[config.mk]
export PLATFORM = sky130hd
export DESIGN_NAME = icache_lru
export DESIGN_NICKNAME = d
export VERILOG_FILES = /design/src/icache_pkg.sv /design/src/icache_lru.sv
export SDC_FILE = /design/constraint.sdc
export NUM_CORES = 1
export LEC_CHECK = 0
export ABC_AREA = 1
export BUFFER_PORTS_ARGS = -buffer_cell sky130_fd_sc_hd__buf_2
export CAP_MARGIN = 20
export CORE_ASPECT_RATIO = 1.4
export CORE_MARGIN = 2
export CORE_UTILIZATION = 33
export CTS_BUF_LIST = sky130_fd_sc_hd__clkbuf_4 sky130_fd_sc_hd__clkbuf_8 sky130_fd_sc_hd__clkbuf_16
export DETAILED_ROUTE_END_ITERATION = 10
export PLACE_DENSITY = 0.54
export REMOVE_ABC_BUFFERS = 1
export SYNTH_ARGS = -nofsm -noshare
export SYNTH_HDL_FRONTEND = slang
export SYNTH_SLANG_ARGS = --single-unit
[constraint.sdc]
create_clock -name clk -period 10.1 [get_ports clk]
set_input_delay 1.01 -clock clk [delete_from_list [all_inputs] [get_ports clk]]
set_output_delay 1.01 -clock clk [all_outputs]
set_load 0.02 [all_outputs]
[src/icache_pkg.sv]
`default_nettype none

package icache_pkg;

  // fetch address, also the width of one instruction word
  localparam int addr_w = 64;

  // address fields: tag 63:11, index 10:5, word 4:3
  localparam int tag_w = 53;
  localparam int index_w = 6;
  localparam int word_sel_w = 2;

  // line geometry, one refill beat per word
  localparam int line_words = 4;
  localparam int line_w = line_words * addr_w;
  localparam int num_sets = 1 << index_w;

  // recency age, saturates at all ones
  localparam int age_w = 4;
  localparam logic [age_w-1:0] age_max = '1;

  // field positions inside a fetch address
  localparam int word_lsb = 3;
  localparam int index_lsb = word_lsb + word_sel_w;
  localparam int tag_lsb = index_lsb + index_w;

endpackage

`default_nettype wire

[src/icache_lru.sv]
`default_nettype none

module icache_lru
  import icache_pkg::*;
(
  input  logic               clk,
  input  logic               rst_n,
  input  logic               hit_valid,
  input  logic               hit_way,
  input  logic [index_w-1:0] hit_index,
  input  logic [index_w-1:0] fill_index,
  input  logic               valid0,
  input  logic               valid1,
  output logic               victim_way
);

  // age per way per set, larger means older
  logic [age_w-1:0] age [2][num_sets];
  logic             other_way;
  logic [age_w-1:0] other_age;

  assign other_way = ~hit_way;
  assign other_age = age[other_way][hit_index];

  always_ff @(posedge clk) begin
    if (!rst_n) begin
      for (int w = 0; w < 2; w++) begin
        for (int s = 0; s < num_sets; s++) begin
          age[w][s] <= '0;
        end
      end
    end else if (hit_valid) begin
      age[hit_way][hit_index] <= '0;
      // saturating increment of the way not used
      if (other_age != age_max) begin
        age[other_way][hit_index] <= other_age + 1'b1;
      end
    end
  end

  // invalid way first, way 0 before way 1, then the older way
  always_comb begin
    if (!valid0) begin
      victim_way = 1'b0;
    end else if (!valid1) begin
      victim_way = 1'b1;
    end else if (age[0][fill_index] > age[1][fill_index]) begin
      victim_way = 1'b0;
    end else begin
      victim_way = 1'b1;
    end
  end

endmodule

`default_nettype wire

* Yosys cells after proc, flatten, opt, wreduce, memory -nomap -nowiden
Memories as Yosys holds them, arrays and structs flattened.
Index checks and enable logic that the tools add are counted.
** Cells by class
- Add/sub/neg operators :: 1
- Multipliers :: 0
- Divide/modulo/power cells :: 0
- Order comparisons :: 4
- Equality and inequality tests :: 1
- Shift operators :: 0
- Multiplexer cells :: 28
- Bitwise logic cells :: 3
- Reductions and logical operators :: 3
** Operators by type and width (count)
- 256-bit 2-to-1 mux :: 6
- 256-bit OR reduction :: 2
- 4-bit binary-select mux with 6-bit select :: 3
- 4-bit 2-to-1 mux :: 7
- 4-bit demux with 6-bit select :: 1
- 7-bit >= comparator (second input constant) :: 2
- 6-bit inverter with 7-bit output :: 2
- 1-bit 2-to-1 mux :: 11
- 7-bit by 1-bit < comparator with 1-bit output (second input constant) :: 1
- 4-bit by 1-bit adder with 4-bit output (second input constant) :: 1
- 4-bit greater-than comparator :: 1
- 4-bit inequality test (second input constant) :: 1
- 1-bit logical AND :: 1
- 1-bit inverter :: 1
** Word-level totals
- Register bits after elaboration :: 0
- Latch bits :: 0
- RAM bits :: 512
- ROM bits :: 0
- Bits of input ports :: 18
- Output and inout bits :: 1
- Logic and storage cells :: 41
- Memories :: 1
** Memories
- age :: depth 2, bits a word 256, read ports 3, clocked after memory_dff 0, wr ports 2, RTL line icache_lru.sv:18 : logic [age_w-1:0] age [2][num_sets];

* Longest topological paths before layout
An unclocked memory read counts as a cell.
- Depth after elaboration :: 12
- Mapped depth :: 21
- Depth with buffers taken out :: 17

* Worst setup path after synthesis
No wires, ideal clock.
- Path kind :: input to output
- From :: in fill_index[0]
- To :: out victim_way
- Arrival time :: 3525 ps
- Required time :: 9090 ps
- Setup slack :: 5565 ps
- Stages on the path :: 13
- Path buffers :: 4
- Cell sequence :: clkbuf_1 > clkbuf_1 > clkbuf_1 > buf_1 > o21ai_0 > a32oi_1 > o221ai_1 > o211ai_1 > nand2_1 > ha_1 > a21oi_1 > o21ai_0 > a31oi_1
** Between the ends
- Cells in the longest elaborated chain, start to end :: 8
** RTL lines
- start, declared :: RTL line icache_lru.sv:11 : input logic [index_w-1:0] fill_index,
- 6-bit inverter with 7-bit output (implied by the code) (*) :: RTL line icache_lru.sv:47 : end else if (age[0][fill_index] > age[1][fill_index]) begin
- 4-bit binary-select mux with 6-bit select :: RTL line icache_lru.sv:47
- 4-bit 2-to-1 mux (implied by the code) (2 in a row) :: RTL line icache_lru.sv:47
- 4-bit greater-than comparator (*) :: RTL line icache_lru.sv:47
- 1-bit 2-to-1 mux (*) :: RTL line icache_lru.sv:47
- 1-bit 2-to-1 mux (*) :: RTL line icache_lru.sv:45 : end else if (!valid1) begin
- 1-bit 2-to-1 mux (*) :: RTL line icache_lru.sv:43 : if (!valid0) begin
- end, declared :: RTL line icache_lru.sv:14 : output logic victim_way
Mark *: on every way between the ends. The rest lies on a longest branch, timed or not. The select of a mux whose other input is x is not followed.

* Worst setup path after layout
- From :: in fill_index[1]
- To :: out victim_way
Same word-level chain as after synthesis.

==> out/metrics.yaml <==
clock_tree:
  cts_num_sinks: 512
  path_clk_slew_ps: 70
  clockBufferDepth: 3
  cts.htree.levels: 2
  cts_tree: "built"
  cts-root-buf: "sky130_fd_sc_hd__clkbuf_16"
  cts.repair.resized: 0
  tritoncts.num_buffers: 50
  clk-insertion-delay-late_ps: 650
  postCtsSetupRepairBufs: 0
  hold_buffers: 0
setup_path:
  crit-reg2reg-capture: "age[1][44]"
  arrival_ps: 5410
  worst_ep_required_time_ps: 9090
  crit_path_max_fanout: 56
  r2r-start: "age[0][208]"
  worst-setup-path-type: "in -> out"
  rrSetupSlack_ps: 5670
  r2r_cells: 15
  endpoint_kind: "primary output"
  worstSetupStartpointType: "input port"
synth:
  yosys.area_share.simple_pct: 35.9
  yosys.area_share.xor_xnor_pct: 0.0259
  post_synth_inst_count: 4111
  synthArstFlopShare_pct: 0
  syn_avg_cell_area_um2: 8.22
  post_synthesis_compound_gate_area_fraction_pct: 10.7
  synth_adder_area_share_pct: 0.185
  post_synth_instance_area_mm2: 0.0338
  synth.yosys.seq_area_share_pct: 45.5
  synth_enable_flop_cells: 512
  synth-seq-cells: 512
  synthDistinctLibCells: 40
  synth_flop_cell: "sky130_fd_sc_hd__edfxtp_1"
  yosys_warnings: 0
  synth_top_family_by_area: "simple AND/OR/NAND/NOR gates"
  multiplexer_share_of_the_synthesized_area_pct: 0
layout:
  drive_above_1_share_pct: 16.9
  biggestRegsByFlops: "age: 512 flops"
  max_flop_register: "age"
  fill_cells: 10500
  synthToLayoutAreaGrowth_pct: 6.52
  largest_register_ffs: 512
  final_core_utilization_pct: 35.5
  finish.net_count: 3943
global_routing:
  grt_remaining_overflow: 0
  grt_usage_pct: 23.5
  grt_pass1_wl_um: 184000
  grt_antenna_before_repair: 3
  grt_use_met3_pct: 3.28
  vias_in_the_first_global_route: 27800
  global_route.peak_usage_layer: "met2"
  grt_max_degree: 185
  globalRouteMet2Util_pct: 40.1
  globalRouteMet1Util_pct: 27.8
route:
  wirelength_um: 125000
  drt_pre_antenna_iters: 5
  detailroute.via_count: 28900
  drcViolationCount: 0
  postRouteAntennaNets: 0
  post_drt_via_cell_ratio: 5.46
  drt_first_iter_violations: 2859
  drt-wirelength-per-cell_um: 23.7
place:
  place_congestion: 0.928
  hpwl_um: 81600
  quantity_of_i_o_buffers_inserted_on_ports: 18
floorplan:
  die_width_um: 275
  floorplan.initialDensity_pct: 33.4
  die_height_um: 383
  top_level_ports: 19
  fp.dieArea_mm2: 0.105
  design.core.area_mm2: 0.101
  row_count: 138
sta:
  timing.clock.skew_ps: 25.6
  relSlewSlack_pct: 23.4
  worstMarginPinSlew_ps: 1150
  hold-worst-slack_ps: 900
  max_clock_freq_mhz: 156
  finalSetupViolations: 0
  finalMaxSlewViolations: 0
  post-route-period-util_pct: 63.5
  unrepaired_setup_endpoints_after_global_routing: "false"
  fin_crit_ps: 6420
  final-hold-violation-count: 0
worst_hold_path:
  hold_path_depth: 3
  whs_endpoint: "age[0][198]"
  holdCritPathClass: "in -> reg"
  timing.hold.worst.start: "hit_way"
flow_run:
  maxCapViolations: 0
pwr:
  power.ir.vdd_worst_mv: 0.118
  power_per_cell_area_mw_per_mm2: 153
  total_leakage_power_nw: 13.9
run_status:
  result_of_the_run: "completed"
synthesized netlist by cell type, types with 5 or more instances:
library cell	instances	area, um^2
sky130_fd_sc_hd__nand2_1	1181	4430
sky130_fd_sc_hd__nor2_1	622	2330
sky130_fd_sc_hd__edfxtp_1	512	15400
sky130_fd_sc_hd__o21ai_0	415	2080
sky130_fd_sc_hd__nor2_2	365	2280
sky130_fd_sc_hd__inv_1	172	646
sky130_fd_sc_hd__clkbuf_1	140	526
sky130_fd_sc_hd__nand3_1	101	505
sky130_fd_sc_hd__nand4_4	100	2130
sky130_fd_sc_hd__o22ai_1	84	526
sky130_fd_sc_hd__a21oi_1	82	410
sky130_fd_sc_hd__buf_2	78	390
sky130_fd_sc_hd__buf_6	38	428
sky130_fd_sc_hd__buf_4	36	270
sky130_fd_sc_hd__o21ai_1	34	170
sky130_fd_sc_hd__buf_1	20	75.1
sky130_fd_sc_hd__o221ai_1	20	175
sky130_fd_sc_hd__nand4_2	18	225
sky130_fd_sc_hd__o211ai_1	15	113
sky130_fd_sc_hd__nand4_1	12	75.1
sky130_fd_sc_hd__buf_12	11	220
sky130_fd_sc_hd__nor3_1	8	40.0
sky130_fd_sc_hd__a211oi_1	5	37.5
sky130_fd_sc_hd__a221oi_1	5	43.8
sky130_fd_sc_hd__ha_1	5	62.6
sky130_fd_sc_hd__inv_2	5	18.8
sky130_fd_sc_hd__nand3_2	5	50.1
report_power, final:
group          internal [W]  switching, W
sequential          0.00243     0.0000647
combinational      0.000189      0.000830
clock               0.00113      0.000886
layout by cell type, fill, tap and decap left out, types with 15 or more instances in the layout:
master                      Yosys  final
sky130_fd_sc_hd__nor2_1       622    622
sky130_fd_sc_hd__nand3_1      101    101
sky130_fd_sc_hd__o22ai_1       84     84
sky130_fd_sc_hd__a21oi_1       82     82
sky130_fd_sc_hd__clkbuf_16      0     50
sky130_fd_sc_hd__o21ai_1       34     34
sky130_fd_sc_hd__clkinv_1       1     17
sky130_fd_sc_hd__nand4_4      100    100
sky130_fd_sc_hd__nand4_2       18     18
sky130_fd_sc_hd__buf_4         36     59
sky130_fd_sc_hd__o21ai_0      415    415
sky130_fd_sc_hd__o221ai_1      20     20
sky130_fd_sc_hd__inv_1        172    169
sky130_fd_sc_hd__nor2_2       365    365
sky130_fd_sc_hd__o211ai_1      15     15
sky130_fd_sc_hd__nand2_1     1181   1177
sky130_fd_sc_hd__edfxtp_1     512    512
area by class of cell:
| type | instances | area (um^2) | area share [%] |
|---|---|---|---|
| multi-input cells | 3096 | 15900 | 44.1 |
| repair buffers | 80 | 672 | 1.87 |
| clock buffers | 55 | 1290 | 3.58 |
| inverters | 180 | 708 | 1.97 |
| flip-flops and latches | 512 | 15400 | 42.7 |
| diodes | 3 | 7.51 | 0.0208 |
| clock inverters | 39 | 410 | 1.14 |
| well taps | 1330 | 1660 | 4.62 |
layer usage:
metal | wire [um] | vias up
met4 | 8760 | 2
met3 | 8090 | 405
li1 | - | 13300
met2 | 61600 | 1269
met1 | 47000 | 13900
met5 | 8 | -
worst max-delay path, stage by stage:
cell and delay (ps):
sky130_fd_sc_hd__buf_4 260, sky130_fd_sc_hd__inv_2 330, sky130_fd_sc_hd__buf_4 450, sky130_fd_sc_hd__buf_4 580, sky130_fd_sc_hd__o21ai_0 190, sky130_fd_sc_hd__o22ai_1 270
sky130_fd_sc_hd__o21ai_0 160, sky130_fd_sc_hd__o22ai_1 490, sky130_fd_sc_hd__o211ai_1 170, sky130_fd_sc_hd__nand2_1 100, sky130_fd_sc_hd__inv_1 50, sky130_fd_sc_hd__ha_1 300
sky130_fd_sc_hd__nand2_1 50, sky130_fd_sc_hd__o21ai_0 550, sky130_fd_sc_hd__a31oi_1 160, sky130_fd_sc_hd__buf_2 200
logic make-up (layout without fill, tap and decap cells):
group	Yosys count	after routing
flops	512	512
compound gates	669	669
fa+ha+maj	5	5
other cells	0	3
buf+inv	503	354
simple gates	2421	2421
xor+xnor	1	1
per-stage QoR:
stage | power, W | cells | cell area (um^2) | setup WS [ps] | setup TNS, ps
after floorplan | 0.00304 | 3788 | 31900 | -5500 | -3318680
after global placement | 0.00355 | 5198 | 34300 | 3670 | 0
after detailed placement | 0.00354 | 5198 | 34300 | 3690 | 0
after CTS | 0.00553 | 5292 | 36000 | 3840 | 0
after global routing | 0.00567 | 5292 | 36000 | 3620 | 0
final | 0.00553 | 5295 | 36000 | 3680 | 0
how the worst max path moves through the flow:
stage / start / endpoint / slack (ps)
6_report: fill_index[1] / victim_way / 3680
5_1_grt: fill_index[1] / victim_way / 3620
3_5_place_dp: hit_index[0] / age[1][251] / 3690
3_3_place_gp: hit_index[0] / age[1][203] / 3670
4_1_cts: fill_index[1] / victim_way / 3840
2_1_floorplan: hit_way / age[0][102] / -5500
No activity file was read; power rests on OpenSTA's default activity.
