--- src/icache_pkg.sv ---
`default_nettype none

package icache_pkg;

  // fetch address, also the width of one instruction word
  localparam int addr_w = 64;

  // address fields: tag 63:11, index 10:5, word 4:3
  localparam int tag_w = 53;
  localparam int index_w = 6;
  localparam int word_sel_w = 2;

  // line geometry, one refill beat per word
  localparam int line_words = 4;
  localparam int line_w = line_words * addr_w;
  localparam int num_sets = 1 << index_w;

  // recency age, saturates at all ones
  localparam int age_w = 4;
  localparam logic [age_w-1:0] age_max = '1;

  // field positions inside a fetch address
  localparam int word_lsb = 3;
  localparam int index_lsb = word_lsb + word_sel_w;
  localparam int tag_lsb = index_lsb + index_w;

endpackage

`default_nettype wire

--- src/inst_mem.sv ---
`default_nettype none

module inst_mem
  import icache_pkg::*;
#(
  parameter int mem_latency = 6
) (
  input  logic              clk,
  input  logic              rst_n,
  input  logic              dram_req,
  input  logic [addr_w-1:0] dram_req_addr,
  output logic [addr_w-1:0] dram_data,
  output logic              dram_val
);

  localparam int cnt_w = $clog2(mem_latency + line_words) + 1;
  localparam logic [cnt_w-1:0] first_cnt = cnt_w'(mem_latency);
  localparam logic [cnt_w-1:0] last_cnt = cnt_w'(mem_latency + line_words - 1);

  logic              req_q;
  logic              active;
  logic [cnt_w-1:0]  cnt;
  logic [cnt_w-1:0]  beat;
  logic [addr_w-1:0] base_addr;

  // ROM contents: low address half, then its inverse
  function automatic logic [addr_w-1:0] pattern_word(input logic [addr_w-1:0] a);
    return {a[31:0], ~a[31:0]};
  endfunction

  // cnt counts cycles since the request edge
  always_ff @(posedge clk) begin
    if (!rst_n) begin
      req_q  <= 1'b0;
      active <= 1'b0;
      cnt    <= '0;
    end else begin
      req_q <= dram_req;
      if (dram_req && !req_q) begin
        active <= 1'b1;
        cnt    <= cnt_w'(1);
      end else if (active) begin
        cnt <= cnt + 1'b1;
        if (cnt == last_cnt) begin
          active <= 1'b0;
        end
      end
    end
  end

  always_ff @(posedge clk) begin
    if (dram_req && !req_q) begin
      base_addr <= dram_req_addr;
    end
  end

  assign beat      = cnt - first_cnt;
  assign dram_val  = active && (cnt >= first_cnt);
  assign dram_data = pattern_word(base_addr + (addr_w'(beat) << word_lsb));

endmodule

`default_nettype wire

--- config.mk ---
export PLATFORM = sky130hd
export DESIGN_NAME = inst_mem
export DESIGN_NICKNAME = d
export VERILOG_FILES = /design/src/icache_pkg.sv /design/src/inst_mem.sv
export SDC_FILE = /design/constraint.sdc
export NUM_CORES = 1
export LEC_CHECK = 0
export BUFFER_PORTS_ARGS = -buffer_cell sky130_fd_sc_hd__buf_2
export CELL_PAD_IN_SITES_DETAIL_PLACEMENT = 0
export CELL_PAD_IN_SITES_GLOBAL_PLACEMENT = 1
export CORE_MARGIN = 10
export CORE_UTILIZATION = 34
export DETAILED_ROUTE_END_ITERATION = 8
export GPL_TIMING_DRIVEN = 1
export MAX_ROUTING_LAYER = met4
export PLACE_DENSITY = 0.94
export SYNTH_ARGS = -nofsm -noshare
export SYNTH_HDL_FRONTEND = slang
export SYNTH_SLANG_ARGS = --single-unit
--- constraint.sdc ---
create_clock -name clk -period 6.3 [get_ports clk]
set_input_delay 0.315 -clock clk [delete_from_list [all_inputs] [get_ports clk]]
set_output_delay 0.315 -clock clk [all_outputs]
set_load 0.01 [all_outputs]
Word-level counts from Yosys, hierarchy flattened --
Cells that the tools add are included.
Cells by class: order comparisons 1, equal/unequal tests 1, bitwise operators 2, reductions and logical operators 5, multiplexer cells 5, $add $sub $neg 3
Operator list (number):
- adder 32 x 8 -> 32 bit | 1
- inverter 32 bit | 1
- adder 5 x 1 -> 5 bit, second input constant | 1
- == test 5 x 4 -> 1 bit, second input constant | 1
- greater-or-equal comparator 5 x 3 -> 1 bit, second input constant | 1
- 2-to-1 mux 1 bit | 5
- subtractor 5 x 3 -> 5 bit, second input constant | 1
- logical AND 1 bit | 2
- nonzero test 2 bit | 1
- OR reduction 2 bit | 1
- logical NOT 1 bit | 1
- inverter 1 bit | 1
Word-level totals: register bits after elaboration 39, input port bits 67, logic and storage cells 22

Logic depth before layout (Yosys ltp) --
Gate-level depths: netlist of run 1.
word-level depth 4, mapped depth 8, mapped depth without buffers 8

Worst setup path after synthesis of run 1 --
Ideal clock, no wire load.
path kind reg-to-output, from register cnt[1], to output port dram_data[48], required time 5985 ps, arrival 2128 ps, cell stages (with the launch flop) 9, path slack 3857 ps, cells stage by stage dfxtp_1 > ha_1 > xnor2_1 > ha_1 > nand4_1 > and3_1 > clkbuf_1 > nor3_1 > xor2_1
Between the ends: word-level cells in the longest chain between the ends 2
Ends and longest elaborated chain:
- start: declaration | line inst_mem.sv:22 | logic [cnt_w-1:0] cnt;
- start signal: assignment | line inst_mem.sv:41 | cnt <= cnt_w'(1);
- start signal: assignment | line inst_mem.sv:43 | cnt <= cnt + 1'b1;
- subtractor 5 x 3 -> 5 bit | line inst_mem.sv:57 | assign beat = cnt - first_cnt;
- adder 32 x 8 -> 32 bit | line inst_mem.sv:59 | assign dram_data = pattern_word(base_addr + (addr_w'(beat) << word_lsb));
- end: declaration | line inst_mem.sv:12 | output logic [addr_w-1:0] dram_data,
Every way passes these cells.

Worst setup path in the final report of run 1 --
from register cnt[2], to output port dram_data[13]
Between the ends: word-level cells in the longest chain between the ends 3
Ends and longest elaborated chain:
- subtractor 5 x 3 -> 5 bit | line inst_mem.sv:57
- adder 32 x 8 -> 32 bit | line inst_mem.sv:59
- inverter 32 bit | line inst_mem.sv:28 | return {a[31:0], ~a[31:0]};
Every way passes these cells.

==> results of run 1 <==
## routing by layer
metal	GRT usage (%)	share of wire, %	up-vias
met1	11.51	42	806
met4	3.430	0.97	0
met3	3.336	8.2	4
met5	-	0	-
li1	-	-	892
met2	17.68	49	63
## power groups by stage
stage               logic (mW)  clock network [mW]  registers (mW)
floorplan               0.0669                   0           0.312
global placement         0.115                   0           0.315
detailed placement       0.116                   0           0.317
CTS                      0.117               0.168           0.311
global route             0.127               0.181           0.313
finish                   0.114               0.159           0.311
## worst register-to-register path: cells and delay by family, from the launching register on
family        cells  cell delay (ns)
flops             1             0.30
simple gates      1             0.15
buf+inv           2             0.44
## sequential cells by signal, indices dropped and copies added (netlist names)
signal     count
cnt            5
base_addr     32
active         1
req_q          1
## logic make-up (layout without fill, tap and decap cells)
kind of cell,Yosys count,after routing,share of synthesized area [%]
simple gates,65,65,15.78
flops,39,39,48.89
buf+inv,24,126,4.555
xor+xnor,53,53,20.94
compound gates,11,11,3.945
fa+ha+maj,10,10,5.889
## cell type report
cell class                 instances  area [um2]  share of cell area, %
multi-input combinational        139        1049                  36.18
timing repair buffer             100       503.0                  17.36
tap                               77       96.34                  3.325
clock buffer                       7       76.32                  2.634
inverter                          18       67.56                  2.332
sequential                        39        1101                  38.00
clock inverter                     1       5.005                 0.1727
## Yosys cell counts (all sizes together) (2+ instances only)
| cell type | n |
|---|---|
| a21oi | 5 |
| and2 | 3 |
| and3 | 4 |
| and4 | 4 |
| buf | 4 |
| clkbuf | 2 |
| dfxtp | 7 |
| edfxtp | 32 |
| ha | 9 |
| inv | 18 |
| nand2 | 13 |
| nand3 | 10 |
| nand4 | 7 |
| nor2 | 12 |
| nor2b | 3 |
| nor3 | 4 |
| xnor2 | 29 |
| xor2 | 24 |
## per-stage QoR
stage | hold slack (ns) | power (mW) | instance area, um2 | instances
2_1_floorplan | 0.4139 | 0.3788 | 2252 | 202
3_3_place_gp | 0.4924 | 0.4299 | 2816 | 373
3_5_place_dp | 0.4931 | 0.4326 | 2816 | 373
4_1_cts | 0.1862 | 0.5956 | 2898 | 381
5_1_grt | 0.1812 | 0.6205 | 2898 | 381
6_report | 0.2012 | 0.5846 | 2898 | 381
## final timing paths
kind	endpoint	cells past startpoint	slack, ns
max	dram_data[13]	9	3.23
min	base_addr[10]	1	0.20
max reg2reg	base_addr[15]	3	5.06
min reg2reg	cnt[0]	2	0.56
==> out/qor.yml, run 1 <==
seq_power_share_pct: 53.1
design.die.area_mm2: 0.01028
setup-tns-final_ns: 0
yosysUniqueCellTypes: 34
num-nets-final: 380
final.period_utilization_pct: 48.78
postCtsHoldBufs: 0
layout_commonest_cell: "buf_2"
core_mm2: 0.006386
synthDominantCellAreaShare_pct: 42.67
cts_root_buf: "clkbuf_8"
ys_ff_latch: 39
dpl.hpwl_um: 4512
antenna_found_initial: 0
yosysSeqAreaShare_pct: 48.89
fin_worst_skew_ns: 0.005193
finish.utilization_pct: 45.38
status: "finished clean"
drtPass1Iterations: 4
maxCapViolations: 0
syn_inst: 202
synth_area_mm2: 0.002252
min_from: "dram_req_addr[10]"
synthesis.nets: 279
die_h_um: 101.4
vias_per_cell: 4.633
synth_area_per_cell_um2: 11.15
ant_nets: 0
grt_pass1_wl_um: 8487
cp-startpoint: "cnt[2]"
yosysWarnings: 0
slowest_stage: "o22ai_1"
synth-edff-count: 32
htreeDepth: 2
drive_gt1_share_pct: 36.84
rsz0062_at_grt: "no"
drtIter0Drc: 39
min_period_ns: 3.073
antennaDiodeCount: 0
grt_max_degree: 34
drt-wirelength-per-cell_um: 14.38
setup_ws_ns: 3.227
pre_cts_ws_ns: 3.465
grt_usage_pct: 10.51
port_buffers: 99
finalSetupViolCount: 0
synth_area_leaders: "edfxtp_1 (43%), xnor2_1 (11%), xor2_1 (8.9%)"
numCtsBuffers: 5
cts_tree: "yes"
start_util_pct: 35.27
p_leak_nw: 1.260
synthToLayoutAreaGrowth_pct: 28.67
cp.arrival_ns: 2.76
pwr_density_cell_mw_per_mm2: 201.8
final-hold-violation-count: 0
nFillCells: 608
peakVddDrop_mv: 0.1273
fp.dieW_um: 101.4
cts_resized: 0
synthFlopType: "edfxtp_1"
switchingPower_uw: 160.2
overflow: 0
crit_required_ns: 5.98
path_delay_family: "compound AO/OA/AOI/OAI gates"
rows: 29
maxSlewHeadroom_pct: 61.84
gp_congestion: 0.8083
intPower_uw: 424.4
pwr-share-comb_pct: 19.6
worstSkewPairLatency_ns: 0.28
switching_share_pct: 27.41
tightest_slew_ns: 0.5671
cp_max_fo: 6
post-cts-setup-buffer-count: 0
via_count: 1765
netlist.top_cell.by_area: "edfxtp_1"
grt_pass1_vias: 1811
path_buf_inv: 1
fmax_mhz: 325.4
holdCritPathClass: "input pin to flop"
drc: 0
slowest_delay_ns: 0.44
cp-start-kind: "flop"
critPathKind: "flop to primary output"
clkPwrFrac_pct: 27.3
report.final.slew_viol_count: 0
ios: 132
clk_pin_slew_ns: 0.08
clockBufferDepth: 2
cp-end-kind: "primary output"
final_cell_mix: "buf_2 (99), edfxtp_1 (32), xnor2_1 (29)"
path_cells: "a21oi_1 > xor2_1 > ha_1 > a21oi_1 > o22ai_1 > and2_1 > nand4_1 > xor2_1 > buf_2"
r2r-start: "req_q"
routed_wl_um: 5480
async_reset_ff_share_pct: 0
cts.sinks: 39
No activity file was read; power rests on OpenSTA's default activity.
==> run 2: changes to the inputs <==
- CORE_UTILIZATION: 34 -> 32
- PLACE_DENSITY: 0.94 -> 0.89
- clock period: 6.3 -> 3.05 ns (I/O delays scaled with it)
==> out/qor.yml, run 2 (synthesis gave the netlist of run 1 again) <==
status: "finished clean"
drc: 0
slowest_stage: "dfxtp_1"
cp-start-kind: "flop"
finish.utilization_pct: 43.26
antennaDiodeCount: 0
nFillCells: 693
rows: 30
peakVddDrop_mv: 0.1710
report.final.slew_viol_count: 0
maxCapViolations: 0
via_count: 1764
p_total_mw: 1.224
slowest_delay_ns: 0.44
seqCellArea_mm2: 0.001101
largest_register_ffs: 32
holdCritPathClass: "input pin to flop"
drt-wirelength-per-cell_um: 14.16
drtPass1Iterations: 4
top_register: "base_addr"
cpMostUsedCell: "ha_1"
fp.dieW_um: 103.9
grt_max_degree: 19
routed_wl_um: 5692
grt_usage_pct: 10.58
final-hold-violation-count: 0
overflow: 0
start_util_pct: 32.97
gp_congestion: 0.7704
synthToLayoutAreaGrowth_pct: 31.22
postCtsHoldBufs: 0
fin_hold_ws_ns: 0.03356
path_buf_inv: 1
worstSkewPairLatency_ns: 0.29
crit_required_ns: 2.90
ios: 132
vias_per_cell: 4.388
antenna_found_initial: 0
die_h_um: 103.9
critPathKind: "flop to primary output"
p_leak_nw: 1.271
final.period_utilization_pct: 92.58
clk_pin_slew_ns: 0.08
finalSetupViolCount: 0
drtIter0Drc: 21
cts.sinks: 39
final_cell_mix: "buf_2 (99), edfxtp_1 (32), xnor2_1 (29)"
port_buffers: 99
stdcell_count: 402
core_mm2: 0.006832
fmax_mhz: 354.1
placed_cell_area_mm2: 0.002840
design.die.area_mm2: 0.01079
cts_root_buf: "clkbuf_8"
tightest_slew_ns: 0.7079
maxSlewHeadroom_pct: 52.76
reg.largest.list: "base_addr (32), cnt (5)"
htreeDepth: 2
path_cells: "ha_1 > xnor2_1 > ha_1 > nand4_1 > and3_1 > nor3_1 > xor2_1 > buf_2"
cp-end-kind: "primary output"
min_period_ns: 2.824
cts_tree: "yes"
clockBufferDepth: 2
cp_max_fo: 6
pwr_density_cell_mw_per_mm2: 414.2
drive_gt1_share_pct: 38.56
grt_pass1_vias: 1813
final_cell_area_mm2: 0.002955
dpl.hpwl_um: 4807
multi_input_area_mm2: 0.001060
grt_pass1_wl_um: 9135
cp.arrival_ns: 2.67
fin_worst_skew_ns: 0.007398
num-nets-final: 382
numCtsBuffers: 5
layout_commonest_cell: "buf_2"
placed_cells: 392
ant_nets: 0
path_delay_family: "simple AND/OR/NAND/NOR gates"
-- run 2: cell count changes in the layout (fill, tap and decap cells not counted) --
cell and change:
o22ai_1 -1, clkinvlp_4 +2, buf_4 +2, nor3_2 +1, nor3_1 -1, clkbuf_1 -2, o22ai_2 +1
-- run 2: final timing paths --
path / startpoint / end / slack (ns) / depth (start not counted)
setup reg to reg: req_q / base_addr[28] / 1.39 / 3
setup / recovery: cnt[1] / dram_data[50] / 0.23 / 8
hold / removal: dram_req_addr[20] / base_addr[20] / 0.03 / 1
hold reg to reg: req_q / cnt[0] / 0.56 / 2
-- run 2: what timing repair did --
item,in CTS,in global routing
setup endpoints to repair,0,27
setup buffers,0,2
gates resized for setup,0,2
-- run 2: cell type report --
| class | instances | area share (%) |
|---|---|---|
| clock buffers | 5 | 2.329 |
| clock inverters | 3 | 0.6774 |
| inverters | 18 | 2.286 |
| multi-input cells | 139 | 35.86 |
| flip-flops and latches | 39 | 37.26 |
| well taps | 96 | 4.064 |
| repair buffers | 102 | 17.53 |
-- run 2: worst register-to-register path: cells and delay by family, from the launching register on --
family        cells  cell delay (ns)
simple gates      1             0.16
buf+inv           2             0.90
flops             1             0.30
-- run 2: metal layers --
layer,global-route usage [%],share of wire (%),vias to the layer above
met5,-,0,-
met4,2.684,0.90,0
met3,3.036,5.0,6
met2,18.47,53,52
met1,11.54,41,810
li1,-,-,896
-- run 2: power breakdown --
part           total, mW  internal, mW  switching [mW]  leakage, nW
Sequential         0.641         0.609          0.0313        0.364
Combinational      0.240         0.108           0.132        0.867
Clock              0.343         0.159           0.184       0.0402
-- run 2: stage by stage --
step | setup TNS [ns] | worst slack [ns]
after floorplan | 0 | 0.7698
after global placement | 0 | 0.4206
after detailed placement | 0 | 0.3830
after CTS | 0 | 0.03583
after global routing | -0.006132 | -0.006132
final | 0 | 0.2262
