**src/icache_pkg.sv**
```systemverilog
`default_nettype none

package icache_pkg;

  // fetch address, also the width of one instruction word
  localparam int addr_w = 64;

  // address fields: tag 63:11, index 10:5, word 4:3
  localparam int tag_w = 53;
  localparam int index_w = 6;
  localparam int word_sel_w = 2;

  // line geometry, one refill beat per word
  localparam int line_words = 4;
  localparam int line_w = line_words * addr_w;
  localparam int num_sets = 1 << index_w;

  // recency age, saturates at all ones
  localparam int age_w = 4;
  localparam logic [age_w-1:0] age_max = '1;

  // field positions inside a fetch address
  localparam int word_lsb = 3;
  localparam int index_lsb = word_lsb + word_sel_w;
  localparam int tag_lsb = index_lsb + index_w;

endpackage

`default_nettype wire

```
**src/icache_refill.sv**
```systemverilog
`default_nettype none

module icache_refill
  import icache_pkg::*;
(
  input  logic               clk,
  input  logic               rst_n,
  input  logic               miss,
  input  logic [addr_w-1:0]  miss_addr,
  input  logic [addr_w-1:0]  dram_data,
  input  logic               dram_val,
  output logic               dram_req,
  output logic [addr_w-1:0]  dram_req_addr,
  output logic               fill_done,
  output logic [index_w-1:0] fill_index,
  output logic [tag_w-1:0]   fill_tag,
  output logic [line_w-1:0]  fill_line
);

  localparam logic [word_sel_w-1:0] last_beat = word_sel_w'(line_words - 1);

  logic [addr_w-1:0]     line_addr;
  logic [word_sel_w-1:0] beat_cnt;
  logic [line_w-1:0]     line_buf;

  // line aligned miss address
  always_ff @(posedge clk) begin
    if (miss) begin
      line_addr <= {miss_addr[addr_w-1:index_lsb], {index_lsb{1'b0}}};
    end
  end

  always_ff @(posedge clk) begin
    if (!rst_n) begin
      dram_req  <= 1'b0;
      beat_cnt  <= '0;
      fill_done <= 1'b0;
    end else begin
      fill_done <= 1'b0;
      if (miss) begin
        dram_req <= 1'b1;
        beat_cnt <= '0;
      end else if (dram_req && dram_val) begin
        beat_cnt <= beat_cnt + 1'b1;
        // last beat closes the request
        if (beat_cnt == last_beat) begin
          dram_req  <= 1'b0;
          fill_done <= 1'b1;
        end
      end
    end
  end

  // beats enter at the top, first beat ends up as word 0
  always_ff @(posedge clk) begin
    if (dram_req && dram_val) begin
      line_buf <= {dram_data, line_buf[line_w-1:addr_w]};
    end
  end

  assign dram_req_addr = line_addr;
  assign fill_index    = line_addr[index_lsb +: index_w];
  assign fill_tag      = line_addr[tag_lsb +: tag_w];
  assign fill_line     = line_buf;

endmodule

`default_nettype wire

```
**config.mk**
```make
export PLATFORM = sky130hd
export DESIGN_NAME = icache_refill
export DESIGN_NICKNAME = d
export VERILOG_FILES = /design/src/icache_pkg.sv /design/src/icache_refill.sv
export SDC_FILE = /design/constraint.sdc
export NUM_CORES = 1
export LEC_CHECK = 0
export CAP_MARGIN = 20
export CORE_AREA = 4 4 199 201
export CTS_BUF_LIST = sky130_fd_sc_hd__clkbuf_16
export CTS_CLUSTER_DIAMETER = 50
export DETAILED_ROUTE_END_ITERATION = 10
export DIE_AREA = 0 0 203 205
export DONT_BUFFER_PORTS = 1
export MAX_ROUTING_LAYER = met4
export SLEW_MARGIN = 15
export SYNTH_ARGS = -nofsm -noshare
export SYNTH_HDL_FRONTEND = slang
export SYNTH_SLANG_ARGS = --single-unit
```
**constraint.sdc**
```tcl
create_clock -name clk -period 4.75 [get_ports clk]
set_input_delay 0.475 -clock clk [delete_from_list [all_inputs] [get_ports clk]]
set_output_delay 0.475 -clock clk [all_outputs]
set_load 0.005 [all_outputs]
```
# Word-level counts from Yosys, hierarchy flattened
# Index checks and enable logic that the tools add are counted.
# W data, S select, Z words.
# classes
n_addsub	1
n_eq_ne	1
muxes	4
n_bitwise	2
reduce_logical	6
# op_table
op	count
$mux W1	4
$reduce_bool A2 Y1	2
$reduce_or A3 Y1	1
$add A2 B1 Y2 const B	1
$eq A2 B2 Y1 const B	1
$not A1 Y1	2
$reduce_and A2 Y1	1
$reduce_or A2 Y1	1
$logic_and A1 B1 Y1	1
# word_totals
reg_bits	319
in_bits	132
output_inout_bits	381
elab_cells	19

# Longest topological paths before layout
# Gate-level depths: netlist (run 1).
# depth
depth_word	4
ltp_mapped	3
depth_no_buf	3

# Least setup slack after synthesis (run 1)
# OpenSTA, ideal clock, no wires.
# synth_timing
path_kind	input -> register
startpoint	in dram_val
endpoint	reg line_buf[0] (netlist: fill_line[0]), enable pin
arrival_time_ns	3.562
required_ns	4.241
setup_slack_ns	0.679
stages	1
n_path_buf	0
cell_sequence	and2_2
# synth_via
elab_chain_cells	1
# synth_rtl
element	line_no	text
start: declaration	icache_refill.sv:11	input logic dram_val,
$logic_and A1 B1 Y1	icache_refill.sv:56	if (dram_req && dram_val) begin
end signal: assignment	icache_refill.sv:57	line_buf <= {dram_data, line_buf[line_w-1:addr_w]};
end: declaration	icache_refill.sv:24	logic [line_w-1:0] line_buf;
# Every way passes these cells.
# A chain may end at the register's enable or synchronous reset.

# Worst setup path in the final report (run 1)
# layout_timing
startpoint	reg dram_req
endpoint	reg line_buf[19] (netlist: fill_line[19]), enable pin
# layout_via
elab_chain_cells	1
# layout_rtl
element	line_no	text
start: declaration	icache_refill.sv:12	output logic dram_req,
start signal: assignment	icache_refill.sv:35	dram_req <= 1'b0;
start signal: assignment	icache_refill.sv:41	dram_req <= 1'b1;
start signal: assignment	icache_refill.sv:47	dram_req <= 1'b0;
$logic_and A1 B1 Y1	icache_refill.sv:56	
# Every way passes these cells.

==> run_results.csv, run 1 <==
group,metric,value,unit
run,maxCapViolCount,0,
worst_setup_path,start_kind,"flop",
floorplanning,coreArea,37600,µm²
power_and_ir_drop,ir_drop,0.308,mV
yosys,synthTopCellsByArea,"edfxtp_1, buf_4, dfxtp_1, a21bo_1, ha_1",
detailed_routing,post_drt_wl_per_cell,26.1,µm
yosys,yosysSeqAreaShare,0.942,
power_and_ir_drop,cellLeakagePower,4.22,nW
detailed_routing,top_layer,"met4",
detailed_routing,viasPerCell,4.02,
yosys,synth_area_leader_cell,"edfxtp_1",
yosys,yosys_register_bits,319,
yosys,netlist_area,10100,µm²
detailed_routing,vias,4209,
placement,routabilityCongestion,0.810,
global_routing,antenna_found_initial,4,
sta,slew_headroom,0.389,
global_routing,gr-total-overflow,0,
detailed_routing,drt_iter0_markers,219,
clock_tree,cts_tree,"done",
floorplanning,ios,513,
detailed_routing,wl_met1,8010,µm
worst_setup_path,critPathRequiredTime,4.92,ns
sta,finalSetupViolCount,0,
cells_and_area,layout-drive-gt1-share,0.114,
placement,dp_hpwl,20400,µm
floorplanning,die-area,41600,µm²
yosys,ys_top_cells_by_count,"edfxtp_1, buf_4, dfxtp_1",
floorplanning,rows,71,
worst_setup_path,worstPathCellList,"and2_4 -> buf_4",
sta,max_clock_freq,445,MHz
worst_hold_path,hold_path_class,"in -> reg",
sta,fin_crit,2.25,ns
yosys,synth-main-ff-cell,"edfxtp_1",
yosys,syn_inst,398,
sta,tightest_slew,0.916,ns
sta,rsz0062_at_grt,"false",
clock_tree,cts_resized,0,
cells_and_area,fin_nets,637,
clock_tree,clkSinkCount,319,
worst_setup_path,path_class,"reg -> reg",
detailed_routing,ant_nets,0,
floorplanning,initial_utilization,0.269,
yosys,synth.most_common_cell,"edfxtp_1",
clock_tree,cts_root_buffer,"clkbuf_16",
global_routing,grt_pass1_vias,4472,
sta,drv_slew,0,
run_status,status,"complete, no violations",
detailed_routing,post-route-drc-count,0,
clock_tree,h-tree-depth,2,
detailed_routing,met3_length,3710,µm
worst_setup_path,slowest_delay,0.78,ns
yosys,avgSynthCellArea,25.4,µm²
global_routing,grt.total_usage,0.128,
cells_and_area,fin_util,0.342,
sta,fin_crit_sh,0.473,
floorplanning,die_h,205,µm
global_routing,grt_max_degree,158,
placement,portBuffers,0,
sta,clock_skew,0.0134,ns
clock_tree,clockBufferDepth,3,
cells_and_area,nFillCells,3433,
yosys,ys_warn_count,0,
floorplanning,die_x,203,µm
power_and_ir_drop,power.density,495,nW/µm²
worst_setup_path,cp.arrival,2.42,ns
clock_tree,clk_pin_slew,0.06,ns
cells_and_area,area_growth_syn_to_layout,26.9,%
yosys,synth_top_area_frac,0.934,
yosys,synthArstFlopShare,0,
clock_tree,clkLatencyLatePin,0.54,ns
yosys,yosysUniqueCellTypes,16,
detailed_routing,wl_met2,14300,µm
clock_tree,cts-buffers-inserted,39,
global_routing,grt_pass1_wl,36300,µm
sta,hold_viol_final,0,
worst_setup_path,setup.worst_path.end_class,"flop",
detailed_routing,dr.pass1.iters,4,
detailed_routing,wl,27300,µm
yosys,synth_edf_count,315,
sta,finalSetupTns,0,ns
worst_setup_path,slowest_stage,"buf_4",
worst_setup_path,cp_max_fo,73,
## worst max-delay path: cells and delay by family (launching register included)
family                 cells  cell delay (ns)
buffers and inverters      1             0.78
flip-flops                 1             0.51
AND/OR/NAND/NOR            1             0.51
## what timing repair did
action	in CTS	in global routing
hold buffers	123	0
hold endpoints to repair	123	0
buffers inserted	0	0
## registers in the layout, indices dropped and copies added (netlist names)
register and flops:
beat_cnt 2, dram_req 1, fill_line 256, dram_req_addr 59, fill_done 1
## final timing paths
check | to | slack, ns | cells after the start | startpoint
max | fill_line[19] | 2.50 | 2 | dram_req
min reg2reg | fill_line[97] | 0.48 | 0 | fill_line[161]
min | dram_req_addr[45] | 0.05 | 0 | miss
max reg2reg | fill_line[19] | 2.50 | 2 | dram_req
## cell type report
class | count | area (µm²) | area share
inverter | 1 | 3.75 | 0.000292
sequential | 319 | 9540 | 0.743
multi-input combinational | 18 | 116 | 0.00906
antenna | 1 | 2.50 | 0.000195
clock buffer | 39 | 976 | 0.0760
tap | 511 | 639 | 0.0498
clock inverter | 32 | 307 | 0.0239
timing repair buffer | 125 | 1260 | 0.0980
## power breakdown
| part | switching, mW | internal [mW] |
|---|---|---|
| Clock | 1.20 | 1.66 |
| Sequential | 0.124 | 3.24 |
| Combinational | 0.0659 | 0.0721 |
| Total | 1.39 | 4.97 |
## kinds of logic after synthesis
family | synth area share
AO/OA/AOI/OAI | 0.00482
other | 0.000370
adder cells (fa/ha/maj) | 0.00124
flip-flops | 0.942
buffers and inverters | 0.0478
AND/OR/NAND/NOR | 0.00346
## metrics by stage
step                power, mW  hold slack, ns  setup slack (ns)  cells  cell area [µm²]
global route             6.61         0.00939              2.40   1046            12800
finish                   6.36          0.0480              2.50   1046            12800
detailed placement       3.47           0.469              2.50    851            10300
CTS                      6.44         0.00342              2.50   1045            12800
global placement         3.47           0.480              2.59    851            10300
floorplan                3.46           0.452             0.679    402            10100
## layer usage
metal | GRT usage | vias up
li1 | - | 1707
met1 | 0.114 | 2028
met2 | 0.219 | 401
met3 | 0.0685 | 73
met4 | 0.0706 | 0
met5 | - | -
## cells in the final DEF, fill, tap and decap left out, drive strengths merged
master / count
edfxtp: 315
dlygate4sd3: 123
clkbuf: 39
inv: 19
clkinv: 12
conb: 5
dfxtp: 4
a21bo: 2
a21oi: 2
bufinv: 2
buf: 2
diode: 1
and2: 1
nand2: 1
nand2b: 1
nor3: 1
nand3: 1
nand3b: 1
a21boi: 1
o21a: 1
ha: 1
Note: power is estimated with default switching activity, not from simulation.
==> run 2: changes to the inputs <==
Settings changed: CORE_AREA 4 4 199 201 to 4 4 197 199, DIE_AREA 0 0 203 205 to 0 0 201 203.
Clock period 4.75 ns to 2 ns, I/O delays scaled along.
==> run 2 against run 1 <==
Critical path depth up 1; sequential share of layout area decreased by 0.41 points; flip-flop and latch count unchanged; via count up 1.3%; routed wire length shrank 1.0%; clock power grew 130%; setup slack got worse by 2.0 ns; fmax is 50% higher; utilization grew 0.53 points; hold slack better by 0.026 ns; critical endpoint is now fill_line[85]; highest routed layer unchanged.
==> run_results.csv, run 2 (synthesis gave the netlist of run 1 again) <==
group,metric,value,unit
placement,place_ws,0.498,ns
floorplanning,initial_utilization,0.272,
clock_tree,cts_resized,0,
detailed_routing,dr.pass1.iters,4,
run,maxCapViolCount,0,
clock_tree,clkSinkCount,319,
floorplanning,die_x,201,µm
cells_and_area,fin_util,0.347,
floorplanning,coreArea,37200,µm²
global_routing,grt_pass1_wl,36400,µm
detailed_routing,post_drt_wl_per_cell,26.5,µm
clock_tree,postCtsSetupBuffers,0,
run_status,status,"complete, no violations",
clock_tree,cts-buffers-inserted,38,
sta,drv_slew,0,
detailed_routing,vias,4262,
cells_and_area,fin_nets,647,
worst_setup_path,slowest_delay,0.39,ns
sta,fin_crit_sh,0.750,
placement,routabilityCongestion,0.849,
cells_and_area,stdcell_count,1019,
worst_setup_path,cp_max_fo,43,
worst_hold_path,min_to,"dram_req_addr[7]",
sta,hold_viol_final,0,
sta,finalSetupViolCount,0,
sta,fin_crit,1.50,ns
detailed_routing,ant_nets,0,
clock_tree,cts_tree,"done",
worst_setup_path,ff2ff_path_depth,3,
worst_setup_path,reg2reg_slack,0.50,ns
worst_hold_path,worstHoldStart,"miss",
worst_hold_path,hold_path_class,"in -> reg",
floorplanning,rows,71,
clock_tree,cts_root_buffer,"clkbuf_16",
global_routing,gr-total-overflow,0,
detailed_routing,drt_iter0_markers,185,
power_and_ir_drop,cellLeakagePower,4.26,nW
detailed_routing,post-route-drc-count,0,
worst_setup_path,cp.arrival,1.71,ns
worst_setup_path,worstPathCellList,"and2_4 -> buf_12 -> buf_4",
worst_setup_path,r2r_start,"dram_req",
detailed_routing,wl,27100,µm
placement,dp.cells,821,
sta,clock_skew,0.0181,ns
clock_tree,clk_pin_slew,0.06,ns
cells_and_area,largest_reg_flops,256,
placement,place_area,10400,µm²
placement,dp_hpwl,20100,µm
global_routing,grt.total_usage,0.130,
worst_setup_path,critPathRequiredTime,2.21,ns
clock_tree,clockBufferDepth,3,
power_and_ir_drop,ir_drop,0.898,mV
worst_setup_path,r2r-end,"fill_line[85]",
sta,fin_ws,0.500,ns
clock_tree,h-tree-depth,2,
floorplanning,die_h,203,µm
cells_and_area,area_growth_syn_to_layout,27.6,%
floorplanning,ios,513,
worst_setup_path,slowest_stage,"dfxtp_4",
cells_and_area,layout_common_cells,"edfxtp_1, dlygate4sd3_1, clkbuf_16",
worst_setup_path,start_kind,"flop",
cells_and_area,layout-drive-gt1-share,0.131,
worst_setup_path,path_class,"reg -> reg",
clock_tree,clkLatencyLatePin,0.53,ns
global_routing,antenna_found_initial,5,
power_and_ir_drop,power.density,1160,nW/µm²
floorplanning,die-area,40800,µm²
detailed_routing,viasPerCell,4.18,
global_routing,grt_pass1_vias,4550,
placement,portBuffers,0,
sta,max_clock_freq,667,MHz
cells_and_area,final_cell_area,12900,µm²
worst_setup_path,setup.worst_path.end_class,"flop",
global_routing,grt_max_degree,69,
worst_hold_path,hold_depth,1,
sta,rsz0062_at_grt,"false",
cells_and_area,final_common_cell,"edfxtp_1",
[run 2: repair_timing]
| item | 4_1_cts | 5_1_grt |
|---|---|---|
| hold endpoints to repair | 186 | 0 |
| hold buffers | 127 | 0 |
| endpoints found under the setup margin | 0 | 0 |
[run 2: critical path: cells and delay by family, from the launching register on]
family,cells,cell delay [ns]
buf+inv,2,0.56
flops,1,0.39
simple gates,1,0.21
[run 2: layout make-up]
cell class / instances / area (µm²)
fillers: 3370 / 24300
clock buffers: 39 / 976
diodes: 3 / 7.51
clock inverters: 29 / 260
flip-flops and latches: 319 / 9540
repair buffers: 136 / 1420
multi-input cells: 18 / 116
inverters: 1 / 3.75
well taps: 474 / 593
[run 2: metrics by stage]
stage,TNS (ns),total power [mW],hold WS [ns]
2_1_floorplan,-156.91,8.20,0.299
3_3_place_gp,0,8.25,0.299
3_5_place_dp,0,8.27,0.299
4_1_cts,0,15.2,0.0268
5_1_grt,0,15.6,0.0461
6_report,0,15.0,0.0738
[run 2: how the worst max path moves through the flow]
stage	slack (ns)	cells after the start	to	from
4_1_cts	0.50	3	fill_line[85]	dram_req
6_report	0.50	3	fill_line[85]	dram_req
3_3_place_gp	0.53	3	fill_line[213]	dram_req
3_5_place_dp	0.50	3	fill_line[59]	dram_req
5_1_grt	0.43	3	fill_line[85]	dram_req
2_1_floorplan	-0.61	1	fill_line[0]	dram_req
[run 2: routing by layer]
layer / up-vias / track usage / routed length [µm] / part of all wire
met1: 2068 / 0.116 / 8310 / 0.31
met4: 0 / 0.0683 / 1260 / 0.047
li1: 1730 / - / - / -
met5: - / - / 0 / 0
met3: 66 / 0.0687 / 3340 / 0.12
met2: 398 / 0.222 / 14100 / 0.52
[run 2: power breakdown]
part | total (mW) | switching (mW) | internal, mW
combinational | 0.390 | 0.190 | 0.200
clock | 6.61 | 2.72 | 3.89
sequential | 7.98 | 0.292 | 7.68
total | 15.0 | 3.21 | 11.8
